===== src/adapt_params.svh =====
//--------------------
// Register map constants of the adapter configuration block.
// Included by the RTL and by the testbench reference model.
//--------------------
`ifndef ADAPT_PARAMS_SVH
`define ADAPT_PARAMS_SVH

//--------------------
// Byte offsets on the bus
//--------------------
`define ADAPT_RX0_OFF 8'h08 // RX config 0
`define ADAPT_RX1_OFF 8'h10 // RX config 1
`define ADAPT_TX0_OFF 8'h18 // TX config 0
`define ADAPT_TX1_OFF 8'h1C // TX config 1

//--------------------
// Implemented bits, all others read zero
//--------------------
`define ADAPT_RX0_MASK 32'h0F00000F // phcomp, clk_div, dbi, swap
`define ADAPT_RX1_MASK 32'h80001FFF // wa_mode, threshold, markers, fifo, wa_en
`define ADAPT_TX0_MASK 32'hF3FF0003 // phcomp, clk_div, wm, fifo, markers, dbi, swap
`define ADAPT_TX1_MASK 32'hC000C300 // sdr, pad, loopback, fwd clk test, bert bit

//--------------------
// Values loaded at reset
//--------------------
`define ADAPT_RX0_RST 32'h02000000
`define ADAPT_RX1_RST 32'h00000200
`define ADAPT_TX0_RST 32'h20000000
`define ADAPT_TX1_RST 32'h40000000 // Pad enable set

//--------------------
// Field positions and counts
//--------------------
`define ADAPT_RX1_STICKY_BIT 31 // Word alignment mode
`define ADAPT_TX_DIV_LSB     24 // TX0 divider field 25:24
`define ADAPT_RX_DIV_LSB     2  // RX0 divider field 3:2
`define ADAPT_SYNC_STAGES    2  // Ack synchroniser depth

`endif


===== src/adapt_reg_pkg.sv =====
//--------------------
// Bus and register select types of the configuration block.
// Imported by every module that touches the register bus.
//--------------------
`default_nettype none

package adapt_reg_pkg;

  typedef logic [31:0] bus_word_t; // Data word
  typedef logic [7:0]  bus_addr_t; // Byte address
  typedef logic [3:0]  byte_en_t;  // One enable per lane

  // Decoded register target of a bus access
  typedef enum logic [2:0] {
    SEL_RX0,
    SEL_RX1,
    SEL_TX0,
    SEL_TX1,
    SEL_NONE // Unmapped offset
  } cfg_reg_sel_t;

endpackage

`default_nettype wire


===== src/clk_div_pkg.sv =====
//--------------------
// Clock divider field and selection types.
//--------------------
`default_nettype none

package clk_div_pkg;

  // Encoded divider field as stored in TX0 and RX0
  typedef enum logic [1:0] {
    DIV_NONE = 2'b00,
    DIV_BY1  = 2'b01,
    DIV_BY2  = 2'b10,
    DIV_BY4  = 2'b11
  } div_code_t;

  // One-hot selection sent to the link clock domain
  typedef struct packed {
    logic div4;
    logic div2;
    logic div1;
  } div_sel_t;

endpackage

`default_nettype wire


===== src/adapt_cfg_regs.sv =====
//--------------------
// Write side of the four adapter config registers.
// Stores enabled byte lanes through the implemented-bit masks.
//--------------------
`timescale 1ns/1ps
`default_nettype none

`include "adapt_params.svh"

module adapt_cfg_regs
  import adapt_reg_pkg::*;
(
  input  logic      clk,        // Bus clock
  input  logic      reset_n,    // Async reset, active low
  input  bus_addr_t address,    // Byte address
  input  bus_word_t writedata,  // Write data
  input  byte_en_t  byteenable, // Lane enables
  input  logic      write,      // Write strobe
  output bus_word_t rx_0,       // RX config 0
  output bus_word_t rx_1,       // RX config 1
  output bus_word_t tx_0,       // TX config 0
  output bus_word_t tx_1        // TX config 1
);

  cfg_reg_sel_t wr_sel; // Target of this write
  bus_word_t    rx1_wr; // RX1 next value with sticky bit

  // Merge enabled lanes of wdata into old_val, masked
  function automatic bus_word_t lane_write(
    input bus_word_t old_val,
    input bus_word_t wdata,
    input byte_en_t  be,
    input bus_word_t mask
  );
    bus_word_t res;
    int        i;
    res = old_val;
    for (i = 0; i < 4; i++)
    begin
      if (be[i])
      begin
        res[8*i +: 8] = wdata[8*i +: 8] & mask[8*i +: 8];
      end
    end
    return res;
  endfunction

  //--------------------
  // Address decode
  //--------------------
  always_comb
  begin
    case (address)
      `ADAPT_RX0_OFF: wr_sel = SEL_RX0;
      `ADAPT_RX1_OFF: wr_sel = SEL_RX1;
      `ADAPT_TX0_OFF: wr_sel = SEL_TX0;
      `ADAPT_TX1_OFF: wr_sel = SEL_TX1;
      default:        wr_sel = SEL_NONE; // Old BERT space too
    endcase
  end

  // Alignment mode can only be set, reset clears it
  always_comb
  begin
    rx1_wr = lane_write(rx_1, writedata, byteenable, `ADAPT_RX1_MASK);
    if (rx_1[`ADAPT_RX1_STICKY_BIT])
    begin
      rx1_wr[`ADAPT_RX1_STICKY_BIT] = 1'b1; // Already set, hold
    end
  end

  //--------------------
  // Storage
  //--------------------
  always_ff @(posedge clk or negedge reset_n)
  begin
    if (!reset_n)
    begin
      rx_0 <= `ADAPT_RX0_RST;
      rx_1 <= `ADAPT_RX1_RST;
      tx_0 <= `ADAPT_TX0_RST;
      tx_1 <= `ADAPT_TX1_RST;
    end
    else if (write)
    begin
      case (wr_sel)
        SEL_RX0: rx_0 <= lane_write(rx_0, writedata, byteenable, `ADAPT_RX0_MASK);
        SEL_RX1: rx_1 <= rx1_wr;
        SEL_TX0: tx_0 <= lane_write(tx_0, writedata, byteenable, `ADAPT_TX0_MASK);
        SEL_TX1: tx_1 <= lane_write(tx_1, writedata, byteenable, `ADAPT_TX1_MASK);
        default: ; // Unmapped, nothing stored
      endcase
    end
  end

endmodule

`default_nettype wire


===== src/adapt_read_mux.sv =====
//--------------------
// Read side of the config block. Data appears one cycle after
// the read is sampled, zero for unmapped offsets or no read.
//--------------------
`timescale 1ns/1ps
`default_nettype none

`include "adapt_params.svh"

module adapt_read_mux
  import adapt_reg_pkg::*;
(
  input  logic      clk,      // Bus clock
  input  logic      reset_n,  // Async reset, active low
  input  bus_addr_t address,  // Byte address
  input  logic      read,     // Read level
  input  bus_word_t rx_0,     // RX config 0
  input  bus_word_t rx_1,     // RX config 1
  input  bus_word_t tx_0,     // TX config 0
  input  bus_word_t tx_1,     // TX config 1
  output bus_word_t readdata  // Registered read data
);

  bus_word_t rdata_comb; // Selected word before the flop

  always_comb
  begin
    rdata_comb = '0;
    if (read)
    begin
      case (address)
        `ADAPT_RX0_OFF: rdata_comb = rx_0;
        `ADAPT_RX1_OFF: rdata_comb = rx_1;
        `ADAPT_TX0_OFF: rdata_comb = tx_0;
        `ADAPT_TX1_OFF: rdata_comb = tx_1;
        default:        rdata_comb = '0; // Unmapped reads zero
      endcase
    end
  end

  // Read data register
  always_ff @(posedge clk or negedge reset_n)
  begin
    if (!reset_n)
    begin
      readdata <= '0;
    end
    else
    begin
      readdata <= rdata_comb;
    end
  end

endmodule

`default_nettype wire


===== src/clk_div_loader.sv =====
//--------------------
// Passes one divider selection to the link clock domain.
// Toggle load out, ack comes back and is resynchronised here.
//--------------------
`timescale 1ns/1ps
`default_nettype none

`include "adapt_params.svh"

module clk_div_loader
  import clk_div_pkg::*;
(
  input  logic      clk,      // Bus clock
  input  logic      reset_n,  // Async reset, active low
  input  div_code_t div_code, // Field from the config register
  input  logic      ld_ack,   // Ack level from other domain
  output logic      ld,       // Toggle load
  output div_sel_t  div_sel   // Held one-hot selection
);

  logic [`ADAPT_SYNC_STAGES-1:0] ack_sync; // Ack synchroniser chain
  div_sel_t                      dec_sel;  // Decoded field
  logic                          busy;     // Load still in flight
  logic                          update;   // Launch a new load

  //--------------------
  // Field decode
  //--------------------
  always_comb
  begin
    dec_sel = '0;
    case (div_code)
      DIV_BY1: dec_sel.div1 = 1'b1;
      DIV_BY2: dec_sel.div2 = 1'b1;
      DIV_BY4: dec_sel.div4 = 1'b1;
      default: dec_sel      = '0; // DIV_NONE, nothing selected
    endcase
  end

  // Ack resync, oldest stage at the top
  always_ff @(posedge clk or negedge reset_n)
  begin
    if (!reset_n)
    begin
      ack_sync <= '0;
    end
    else
    begin
      ack_sync <= {ack_sync[`ADAPT_SYNC_STAGES-2:0], ld_ack};
    end
  end

  assign busy   = ld ^ ack_sync[`ADAPT_SYNC_STAGES-1]; // Ack not back yet
  assign update = !busy && (dec_sel != div_sel);         // Pending change held while busy

  //--------------------
  // Load toggle and selection capture
  //--------------------
  always_ff @(posedge clk or negedge reset_n)
  begin
    if (!reset_n)
    begin
      ld      <= 1'b0;
      div_sel <= '0;
    end
    else if (update)
    begin
      ld      <= ~ld;    // One toggle per change
      div_sel <= dec_sel; // Same edge as the toggle
    end
  end

endmodule

`default_nettype wire


===== src/adapt_reg_top.sv =====
//--------------------
// Adapter configuration block top. Bus registers, read path and
// the TX and RX clock divider loaders.
//--------------------
`timescale 1ns/1ps
`default_nettype none

`include "adapt_params.svh"

module adapt_reg_top
  import adapt_reg_pkg::*;
  import clk_div_pkg::*;
(
  input  logic      clk,               // Bus clock
  input  logic      reset_n,           // Async reset, active low
  input  bus_addr_t address,           // Byte address
  input  bus_word_t writedata,         // Write data
  input  byte_en_t  byteenable,        // Lane enables
  input  logic      read,              // Read level
  input  logic      write,             // Write strobe
  input  logic      tx_clk_div_ld_ack, // TX divider ack
  input  logic      rx_clk_div_ld_ack, // RX divider ack
  output bus_word_t readdata,          // Read data, one cycle late
  output bus_word_t rx_0,              // RX config 0
  output bus_word_t rx_1,              // RX config 1
  output bus_word_t tx_0,              // TX config 0
  output bus_word_t tx_1,              // TX config 1
  output logic      tx_clk_div_ld,     // TX divider load toggle
  output logic      tx_clk_div_1,      // TX divide by 1
  output logic      tx_clk_div_2,      // TX divide by 2
  output logic      tx_clk_div_4,      // TX divide by 4
  output logic      rx_clk_div_ld,     // RX divider load toggle
  output logic      rx_clk_div_1,      // RX divide by 1
  output logic      rx_clk_div_2,      // RX divide by 2
  output logic      rx_clk_div_4       // RX divide by 4
);

  div_sel_t tx_sel; // TX one-hot from loader
  div_sel_t rx_sel; // RX one-hot from loader

  adapt_cfg_regs u_cfg_regs (
    .clk        (clk),
    .reset_n    (reset_n),
    .address    (address),
    .writedata  (writedata),
    .byteenable (byteenable),
    .write      (write),
    .rx_0       (rx_0),
    .rx_1       (rx_1),
    .tx_0       (tx_0),
    .tx_1       (tx_1)
  );

  adapt_read_mux u_read_mux (
    .clk      (clk),
    .reset_n  (reset_n),
    .address  (address),
    .read     (read),
    .rx_0     (rx_0),
    .rx_1     (rx_1),
    .tx_0     (tx_0),
    .tx_1     (tx_1),
    .readdata (readdata)
  );

  //--------------------
  // Divider loaders
  //--------------------
  clk_div_loader u_tx_div (
    .clk      (clk),
    .reset_n  (reset_n),
    .div_code (div_code_t'(tx_0[`ADAPT_TX_DIV_LSB +: $bits(div_code_t)])), // TX0 25:24
    .ld_ack   (tx_clk_div_ld_ack),
    .ld       (tx_clk_div_ld),
    .div_sel  (tx_sel)
  );

  clk_div_loader u_rx_div (
    .clk      (clk),
    .reset_n  (reset_n),
    .div_code (div_code_t'(rx_0[`ADAPT_RX_DIV_LSB +: $bits(div_code_t)])), // RX0 3:2
    .ld_ack   (rx_clk_div_ld_ack),
    .ld       (rx_clk_div_ld),
    .div_sel  (rx_sel)
  );

  assign tx_clk_div_1 = tx_sel.div1;
  assign tx_clk_div_2 = tx_sel.div2;
  assign tx_clk_div_4 = tx_sel.div4;
  assign rx_clk_div_1 = rx_sel.div1;
  assign rx_clk_div_2 = rx_sel.div2;
  assign rx_clk_div_4 = rx_sel.div4;

endmodule

`default_nettype wire


===== config.mk =====
export PLATFORM = sky130hd
export DESIGN_NAME = adapt_reg_top
export DESIGN_NICKNAME = d
export VERILOG_FILES = /design/src/adapt_reg_pkg.sv /design/src/clk_div_pkg.sv /design/src/adapt_cfg_regs.sv /design/src/adapt_read_mux.sv /design/src/clk_div_loader.sv /design/src/adapt_reg_top.sv
export VERILOG_INCLUDE_DIRS = /design/src /design/src/src
export SDC_FILE = /design/constraint.sdc
export NUM_CORES = 1
export LEC_CHECK = 0
export ABC_AREA = 1
export BUFFER_PORTS_ARGS = -buffer_cell sky130_fd_sc_hd__clkbuf_2
export CORE_MARGIN = 8
export CORE_UTILIZATION = 46
export DETAILED_ROUTE_END_ITERATION = 8
export PLACE_DENSITY = 0.8
export RECOVER_POWER = 100
export SLEW_MARGIN = 20
export SYNTH_ARGS = -nofsm -noshare
export SYNTH_HDL_FRONTEND = slang
export SYNTH_SLANG_ARGS = --single-unit

===== constraint.sdc =====
create_clock -name clk -period 1.22 [get_ports clk]
set_input_delay 0.244 -clock clk [delete_from_list [all_inputs] [get_ports clk]]
set_output_delay 0.244 -clock clk [all_outputs]
set_load 0.02 [all_outputs]

=== After elaboration in Yosys (flattened, before gate mapping) ===
Cells that the tools add are included.
W data, S select, Z words.

* Equality and inequality tests: 15
* Mux-type cells: 11
* Bitwise logic cells: 4
* Reduce and logical (&&, ||, !) cells: 16

{| class="wikitable"
|+ Operator list
! operator !! count
|-
| $pmux W32 S4 || 1
|-
| $mux W32 || 1
|-
| $reduce_and A3 Y1 || 10
|-
| $eq A8 B5 Y1 const B || 3
|-
| $pmux W3 S4 || 1
|-
| $eq A2 B2 Y1 const B || 4
|-
| $eq A8 B4 Y1 const B || 1
|-
| $mux W8 || 1
|-
| $mux W1 || 7
|-
| $eq A3 B2 Y1 const B || 2
|-
| $ne A3 B3 Y1 || 2
|-
| $eq A2 B1 Y1 const B || 2
|-
| $eq A3 B1 Y1 const B || 1
|-
| $logic_not A3 Y1 || 1
|-
| $logic_and A1 B1 Y1 || 2
|-
| $logic_not A1 Y1 || 2
|-
| $not A1 Y1 || 2
|-
| $reduce_bool A2 Y1 || 1
|-
| $xor A1 B1 Y1 || 2
|}

* Flip-flop bits (word level): 88
* Logic and storage cells: 67

=== Logic depth before layout (Yosys ltp) ===
Gate-level depths: netlist (run 1).

* Depth in word-level cells: 4
* Gate-level depth with buffers: 9

=== By module ===
From an unflattened synthesis (run 1), not the netlist that was laid out.

* Cells, all modules: 729
* Area, all modules: 5395.2 um^2

{| class="wikitable"
|+ Modules (own cells, without submodules)
! module !! times used !! cells an instance !! area each (um^2)
|-
| adapt_cfg_regs || 1 || 320 || 2638.8
|-
| adapt_read_mux || 1 || 337 || 2188.3
|-
| clk_div_loader || 2 || 36 || 284.0
|}

=== Least setup slack after synthesis (run 1) ===
OpenSTA, ideal clock, no wires.

* Path kind: reg-to-reg
* From: register u_cfg_regs.rx_0[3]
* To: register u_rx_div.div_sel[0] (netlist bit)
* Library setup time: 117 ps
* Data arrival time: 1082 ps
* Data required time: 1103 ps
* Path slack: 21 ps
* Cell stages (with the launch flop): 7
* Buffers on the path: 0
* Clock period less this slack: 1199 ps
* Cell sequence: dfrtp_1 > inv_1 > nand2_1 > xor2_1 > nand2_1 > nand3b_1 > nand2_1

* Cells in the longest elaborated chain, start to end: 4
* Elaborated cells between the ends (all ways): 8

{| class="wikitable"
|+ Ends and longest elaborated chain
! element !! line !! source
|-
| start: declaration || adapt_cfg_regs.sv:19 || <nowiki>output bus_word_t rx_0,</nowiki>
|-
| start signal: assignment || adapt_cfg_regs.sv:79 || <nowiki>rx_0 <= `ADAPT_RX0_RST;</nowiki>
|-
| start signal: assignment || adapt_cfg_regs.sv:87 || <nowiki>SEL_RX0: rx_0 <= lane_write(rx_0, writedata, byteenable, `ADAPT_RX0_MASK);</nowiki>
|-
| $eq A2 B1 Y1 or $eq A2 B2 Y1 (tied branches) || clk_div_loader.sv:32 || <nowiki>case (div_code)</nowiki>
|-
| $mux W1 || clk_div_loader.sv:32 ||
|-
| $ne A3 B3 Y1 || clk_div_loader.sv:54 || <nowiki>assign update = !busy && (dec_sel != div_sel);</nowiki>
|-
| $logic_and A1 B1 Y1 || clk_div_loader.sv:54 ||
|-
| end signal: assignment || clk_div_loader.sv:69 || <nowiki>div_sel <= dec_sel;</nowiki>
|-
| end: declaration || clk_div_loader.sv:18 || <nowiki>output div_sel_t div_sel</nowiki>
|}

Several ways; a longest one is shown, not always the timed one.
A chain may end at the register's enable or synchronous reset.

=== Worst setup path in the final report (run 1) ===
* From: register u_cfg_regs.rx_0[25]
* To: output port rx_0[25]

{| class="wikitable"
|+ RTL lines
! element !! line !! source
|-
| end: declaration || adapt_reg_top.sv:24 || <nowiki>output bus_word_t rx_0,</nowiki>
|}

No word-level cell between the ends.

==> results.toml, run 1 <==
[final_layout]
area_delta_synth_final_pct = 26.3
diodes = 0
fin_nets = 710
stdcell_count = 776
drive_gt1_share_pct = 33.8

[die]
core.rowCount = 35
io_pins = 218
core_area_sq_um = 9110
die_h_microns = 112
start_util_pct = 46.9
die_w_microns = 112
die_area_sq_um = 12600

[setup_path]
r2r_cells = 9
reg2reg_slack_ns = 0.04
worstSetupStartpointType = "flop"
critical_path_class = "flop to output pin"
critPathCaptureType = "output pin"
path_delay_family = "flip-flops"
r2r-start = "u_cfg_regs.rx_0[2]$_DFFE_PN0P_"
cp.arrival_ns = 1.05
critPathBufInv = 1
cp_max_fo = 3
cp_slowest_cell = "dfstp_2"
rr_endpoint = "u_rx_div.div_sel[0]$_DFFE_PN0P_"
crit_required_ns = 0.98
crit_path_max_incr_delay_ns = 0.58
crit_chain = "buf_8"

[global_routing]
grt_pass1_vias = 3572
grt_usage_pct = 16.7
grt_max_degree = 28
grt_pass1_wl_microns = 17000
overflow = 0
antenna_found_initial = 0

[routing]
viasPerCell = 4.43
dr.pass1.iters = 4
vias = 3438
avgRoutedWirePerCell_microns = 14.1
ant_nets = 0
drt_iter0_markers = 132
routed_wl_microns = 10900
remaining_drc_errors = 0

[worst_hold_path]
hp-class = "input port to flop"
hp-start = "writedata[28]"
holdPathEnd = "u_cfg_regs.tx_0[28]$_DFFE_PN0P_"
hold_depth = 3

[synthesis]
postSynthCellCount = 478
ys_types = 29
syn_area_sq_um = 4270
syn_area_per_cell_sq_um = 8.93
yosysWarnings = 0
ys_seq_area_share_pct = 51.1
yosys_register_bits = 87

[pwr]
power_per_cell_area_nw_per_um2 = 1250
comb_power_share_pct = 20.0
pwr-share-clk_pct = 33.6
p_sw_share_pct = 30.7
pwr-share-seq_pct = 46.4
p_int_w = 0.00468
peakVddDrop_v = 0.000603
p_leak_nw = 3.14
power.net_switching_w = 0.00208
p_total_w = 0.00676

[place]
gp_congestion = 0.800
hpwl_microns = 8580
portBuffers = 131
dpl.cell_count = 740

[sta]
layout_min_cycle_time_ns = 1.29
fmax_mhz = 772
finalClockSkew_ns = 0.0110
finalCritPeriodShare_pct = 106
finalSetupViolations = 4
rsz0062_at_grt = "yes"
setup_slack_ns = -0.0749
hold_viol = 0
slew_violations = 0

[run]
drv_cap = 0

[cts]
clk_latency_ns = 0.35
cts_tree = "yes"
path_clk_slew_ns = 0.09
h-tree-depth = 3
cts_buffers = 9
clock_sinks = 87
clockRootBuffer = "clkbuf_8"
clk_path_buf_depth = 2

[status]
violations = "setup timing"
status = "finished with violations"
worst max-delay path by stage:
stage | slack [ns] | end | depth (start not counted) | start
after floorplan | 0.02 | u_rx_div.div_sel[0]$_DFFE_PN0P_ | 6 | u_cfg_regs.rx_0[3]$_DFFE_PN0P_
after CTS | -0.11 | rx_0[25] | 1 | u_cfg_regs.rx_0[25]$_DFFE_PN1P_
after global placement | -0.14 | u_cfg_regs.tx_0[20]$_DFFE_PN0P_ | 7 | address[1]
after detailed placement | -0.22 | u_cfg_regs.tx_0[21]$_DFFE_PN0P_ | 8 | address[4]
after global routing | -0.12 | tx_0[29] | 1 | u_cfg_regs.tx_0[29]$_DFFE_PN1P_
final | -0.07 | rx_0[25] | 1 | u_cfg_regs.rx_0[25]$_DFFE_PN1P_
state kept, by name, indices dropped and copies added, names as in the netlist:
register	flops
u_tx_div.ack_sync	2
u_rx_div.ack_sync	2
u_cfg_regs.tx_0	16
u_read_mux.readdata	31
u_tx_div.div_sel	3
u_rx_div.div_sel	3
u_cfg_regs.rx_0	8
u_rx_div.ld	1
u_cfg_regs.tx_1	6
u_cfg_regs.rx_1	14
u_tx_div.ld	1
cell usage in the layout, fill, tap and decap left out, drive strengths merged:
cell type	count
a21oi	9
clkinv	3
dfrtp	83
nand3	12
xnor2	3
o21ai	45
nand3b	1
xor2	3
nor2	45
conb	85
nand2	114
mux2i	1
clkbuf	131
nor3	5
inv	64
buf	51
dlygate4sd3	3
dfstp	4
bufinv	2
o21bai	1
final cells by class:
type | count | area, sq um
fill | 817 | 3720
sequential | 87 | 2190
multi-input combinational | 324 | 1500
timing repair buffer | 176 | 1110
inverter | 62 | 235
tap | 111 | 139
clock buffer | 9 | 124
clock inverter | 7 | 100
synth_stat cells:
library cell,count,area (sq um)
nor3_1,4,20.0
buf_2,1,5.00
xor2_1,3,26.3
o21ai_2,10,87.6
buf_6,2,22.5
nor2_8,3,60.1
mux2i_1,1,10.0
o21bai_1,1,7.51
conb_1,1,3.75
nor3_2,1,10.0
nor2_2,3,18.8
o21ai_1,2,10.0
clkinv_1,1,3.75
nand3b_1,1,7.51
nor2_4,2,22.5
nand2_4,1,11.3
nor2_1,37,139
dfstp_2,4,105
inv_4,1,6.26
nand3_4,1,17.5
nand3_1,11,55.1
buf_4,86,646
xnor2_1,3,26.3
nand2_2,5,31.3
dfrtp_1,83,2080
inv_1,60,225
nand2_1,108,405
o21ai_0,33,165
a21oi_1,9,45.0
what timing repair did:
action / CTS / global route
gates cloned: 0 / 0
resized for setup: 13 / 56
endpoints found under the setup margin: 12 / 27
endpoints found under the hold margin: 16 / 0
buffers inserted: 7 / 10
hold buffers: 3 / 0
pin swaps: 0 / 3
stage by stage:
| stage | setup TNS [ns] | instance area [sq um] | setup slack (ns) | util, % | hold WS [ns] |
|---|---|---|---|---|---|
| after floorplan | 0 | 4590 | 0.0207 | - | -0.0516 |
| after global placement | -4.41 | 4920 | -0.143 | 54.0 | 0.145 |
| after detailed placement | -7.12 | 4920 | -0.215 | 54.0 | 0.145 |
| after CTS | -0.435 | 5280 | -0.108 | 58.0 | 0.0691 |
| after global routing | -2.42 | 5390 | -0.120 | 59.2 | 0.0765 |
| final | -0.265 | 5390 | -0.0749 | 59.2 | 0.0947 |
kinds of logic after synthesis:
group / Yosys count / synth area share [%]
buffers and inverters: 151 / 21.3
muxes: 1 / 0.234
and+or+nand+nor: 177 / 18.7
other: 1 / 0.0878
AOI/OAI and AO/OA: 55 / 7.38
DFF: 87 / 51.1
xor gates and xnor gates: 6 / 1.23
tightest hold or removal path: stages:
cell and delay, ns:
clkbuf_2 0.07, nand2_1 0.04, o21ai_0 0.06
routing by layer:
layer | global-route usage [%] | routed length [microns] | vias up
met4 | 5.49 | 130 | 0
met3 | 7.94 | 1120 | 10
met2 | 27.9 | 5450 | 168
met1 | 18.2 | 4230 | 1609
li1 | - | - | 1651
met5 | 0 | 0 | -
power by group through the flow:
stage,Sequential (W),Combinational [W],Clock [W]
global route,0.00315,0.00148,0.00247
detailed placement,0.00319,0.00115,0
global placement,0.00318,0.00113,0
CTS,0.00313,0.00122,0.00234
floorplan,0.00333,0.000786,0
finish,0.00314,0.00135,0.00227
No activity file was read; power rests on OpenSTA's default activity.
==> inputs of run 2 (changes only) <==
--- a/config.mk
+++ b/config.mk
@@ -10,7 +10,9 @@
 export BUFFER_PORTS_ARGS = -buffer_cell sky130_fd_sc_hd__clkbuf_2
 export CORE_MARGIN = 8
 export CORE_UTILIZATION = 46
+export CTS_CLUSTER_SIZE = 30
 export DETAILED_ROUTE_END_ITERATION = 8
+export GPL_TIMING_DRIVEN = 0
 export PLACE_DENSITY = 0.8
 export RECOVER_POWER = 100
 export SLEW_MARGIN = 20
==> run 2 against run 1 <==
  * The flow still finishes with violations (setup timing)
  * Critical path depth stayed put
  * Hold slack better by 0.0073 ns
  * Non-clock buffer count is 62 higher
  * Clock power shrank 8.8%
  * Cell area increased by 8.1%
  * Count of clock-buffer cells in the layout is the same
  * Sequential share of layout area decreased by 3.1 points
  * Routed wire length grew 4.6%
  * First-iteration DRC count is 30% higher
  * Setup slack better by 0.022 ns
  * Global-route usage rose by 1.2 points
  * Total power is 0.64% lower
  * Highest routed layer unchanged
==> results.toml, run 2 (synthesis gave the netlist of run 1 again) <==
[die]
die_h_microns = 112
io_pins = 218
die_w_microns = 112
die_area_sq_um = 12600
core_area_sq_um = 9110
core.rowCount = 35
start_util_pct = 46.9

[global_routing]
antenna_found_initial = 0
grt_pass1_wl_microns = 18200
grt_max_degree = 88
grt_usage_pct = 17.8
grt_pass1_vias = 3721
overflow = 0

[routing]
routed_wl_microns = 11400
vias = 3613
viasPerCell = 4.31
dr.pass1.iters = 4
drt_iter0_markers = 172
avgRoutedWirePerCell_microns = 13.6
ant_nets = 0
remaining_drc_errors = 0

[final_layout]
fin_nets = 772
area_delta_synth_final_pct = 36.5
largest_reg_flops = 31
final_cell_mix = "110 x clkbuf_2, 106 x nand2_1, 100 x buf_4"
diodes = 0
final_cell_area_sq_um = 5830
regMostFlops = "u_read_mux.readdata"
fillCellCount = 777
reg.largest.list = "u_read_mux.readdata (31), u_cfg_regs.tx_0 (16), u_cfg_regs.rx_1 (14)"
drive_gt1_share_pct = 39.8
utilization_pct = 64.0
layout_commonest_cell = "clkbuf_2"

[place]
postPlaceCellArea_sq_um = 5380
hpwl_microns = 8790
portBuffers = 130
gp_congestion = 0.784

[worst_hold_path]
holdPathEnd = "u_cfg_regs.tx_0[28]$_DFFE_PN0P_"
hold_depth = 3
hp-start = "writedata[28]"
hp-class = "input port to flop"

[setup_path]
reg2reg_slack_ns = 0.04
cp.arrival_ns = 1.03
critPathBufInv = 1
critical_path_class = "flop to output pin"
crit_chain = "buf_8"
rr_endpoint = "u_rx_div.div_sel[0]$_DFFE_PN0P_"
path_delay_family = "flip-flops"
crit_path_max_incr_delay_ns = 0.57
critPathCaptureType = "output pin"
r2r-start = "u_cfg_regs.rx_0[3]$_DFFE_PN0P_"
worstSetupStartpointType = "flop"
cp_slowest_cell = "dfstp_2"
cp_max_fo = 2
critPathLaunch = "u_cfg_regs.tx_0[29]$_DFFE_PN1P_"
r2r_cells = 7
crit_required_ns = 0.98

[sta]
rsz0062_at_grt = "yes"
fmax_mhz = 785
finalSetupViolations = 4
layout_min_cycle_time_ns = 1.27
hold_ws_ns = 0.102
tightest_slew_ns = 0.785
slew_violations = 0
setup_slack_ns = -0.0533
finalClockSkew_ns = 0.0108
hold_viol = 0
slew_headroom_pct = 47.6
fin_tns_setup_ns = -0.179
finalCritPeriodShare_pct = 104

[pwr]
peakVddDrop_v = 0.000654
p_leak_nw = 3.49
power_per_cell_area_nw_per_um2 = 1150

[cts]
clk_path_buf_depth = 2
clock_sinks = 87
cts_tree = "yes"
clk_latency_ns = 0.35
clockRootBuffer = "clkbuf_8"
cts_buffers = 9
path_clk_slew_ns = 0.10
h-tree-depth = 3

[status]
status = "finished with violations"
violations = "setup timing"

[run]
drv_cap = 0
run 2: changes by cell type in the layout (fill, tap and decap cells not counted), moves of 2 or more:
cell,change
buf_2,+10
buf_4,+66
buf_6,-8
clkbuf_2,-3
clkbuf_4,-5
inv_1,+2
inv_2,-3
nor2_1,-4
nor2_2,+3
xnor2_1,-2
xnor2_2,+2
run 2: power by group:
group | internal, W | total, W | switching (W)
Sequential | 0.00302 | 0.00312 | 0.0000977
Clock | 0.000970 | 0.00207 | 0.00110
Combinational | 0.000600 | 0.00153 | 0.000927
Total | 0.00459 | 0.00671 | 0.00213
run 2: metrics by stage:
step / setup slack, ns / total power, W / std cells
final: -0.0533 / 0.00671 / 838
after CTS: -0.0871 / 0.00661 / 829
after detailed placement: -0.338 / 0.00450 / 803
after global placement: -1.02 / 0.00447 / 803
after floorplan: 0.0207 / 0.00412 / 562
after global routing: -0.0902 / 0.00705 / 838
run 2: area by class of cell:
type / instances / area (sq um) / share of cell area [%]
sequential: 87 / 2180 / 37.5
multi-input combinational: 324 / 1530 / 26.3
timing repair buffer: 149 / 862 / 14.8
buffer: 89 / 671 / 11.5
inverter: 62 / 238 / 4.08
tap: 111 / 139 / 2.38
clock buffer: 9 / 124 / 2.12
clock inverter: 7 / 77.6 / 1.33
run 2: how the worst max path moves through the flow:
stage	to	slack (ns)	depth (start not counted)
detailed placement	u_read_mux.readdata[8]$_DFF_PN0_	-0.34	8
CTS	rx_1[9]	-0.09	1
global placement	u_read_mux.readdata[21]$_DFF_PN0_	-1.02	1
global route	tx_0[29]	-0.09	1
floorplan	u_rx_div.div_sel[0]$_DFFE_PN0P_	0.02	6
finish	tx_0[29]	-0.05	1
run 2: timing repair:
action                                  in CTS  in global routing
endpoints found under the hold margin       85                  0
hold buffers                                 3                  0
endpoints found under the setup margin      11                 41
buffers inserted                             7                  9
gates cloned                                 0                  0
gates resized for setup                     16                 30
pin swaps                                    0                  1
run 2: metal layers:
layer	share of wire [%]	wire [microns]	vias to the layer above	track usage (%)
li1	-	-	1777	-
met1	38	4330	1656	19.1
met2	50	5670	167	30.4
met3	11	1270	13	8.27
met4	1.4	161	0	5.94
met5	0	0	-	0
run 2: tightest hold or removal path, delay by kind of cell:
kind | cells | cell delay, ns
AOI/OAI and AO/OA | 1 | 0.06
and+or+nand+nor | 1 | 0.04
buffers and inverters | 1 | 0.08
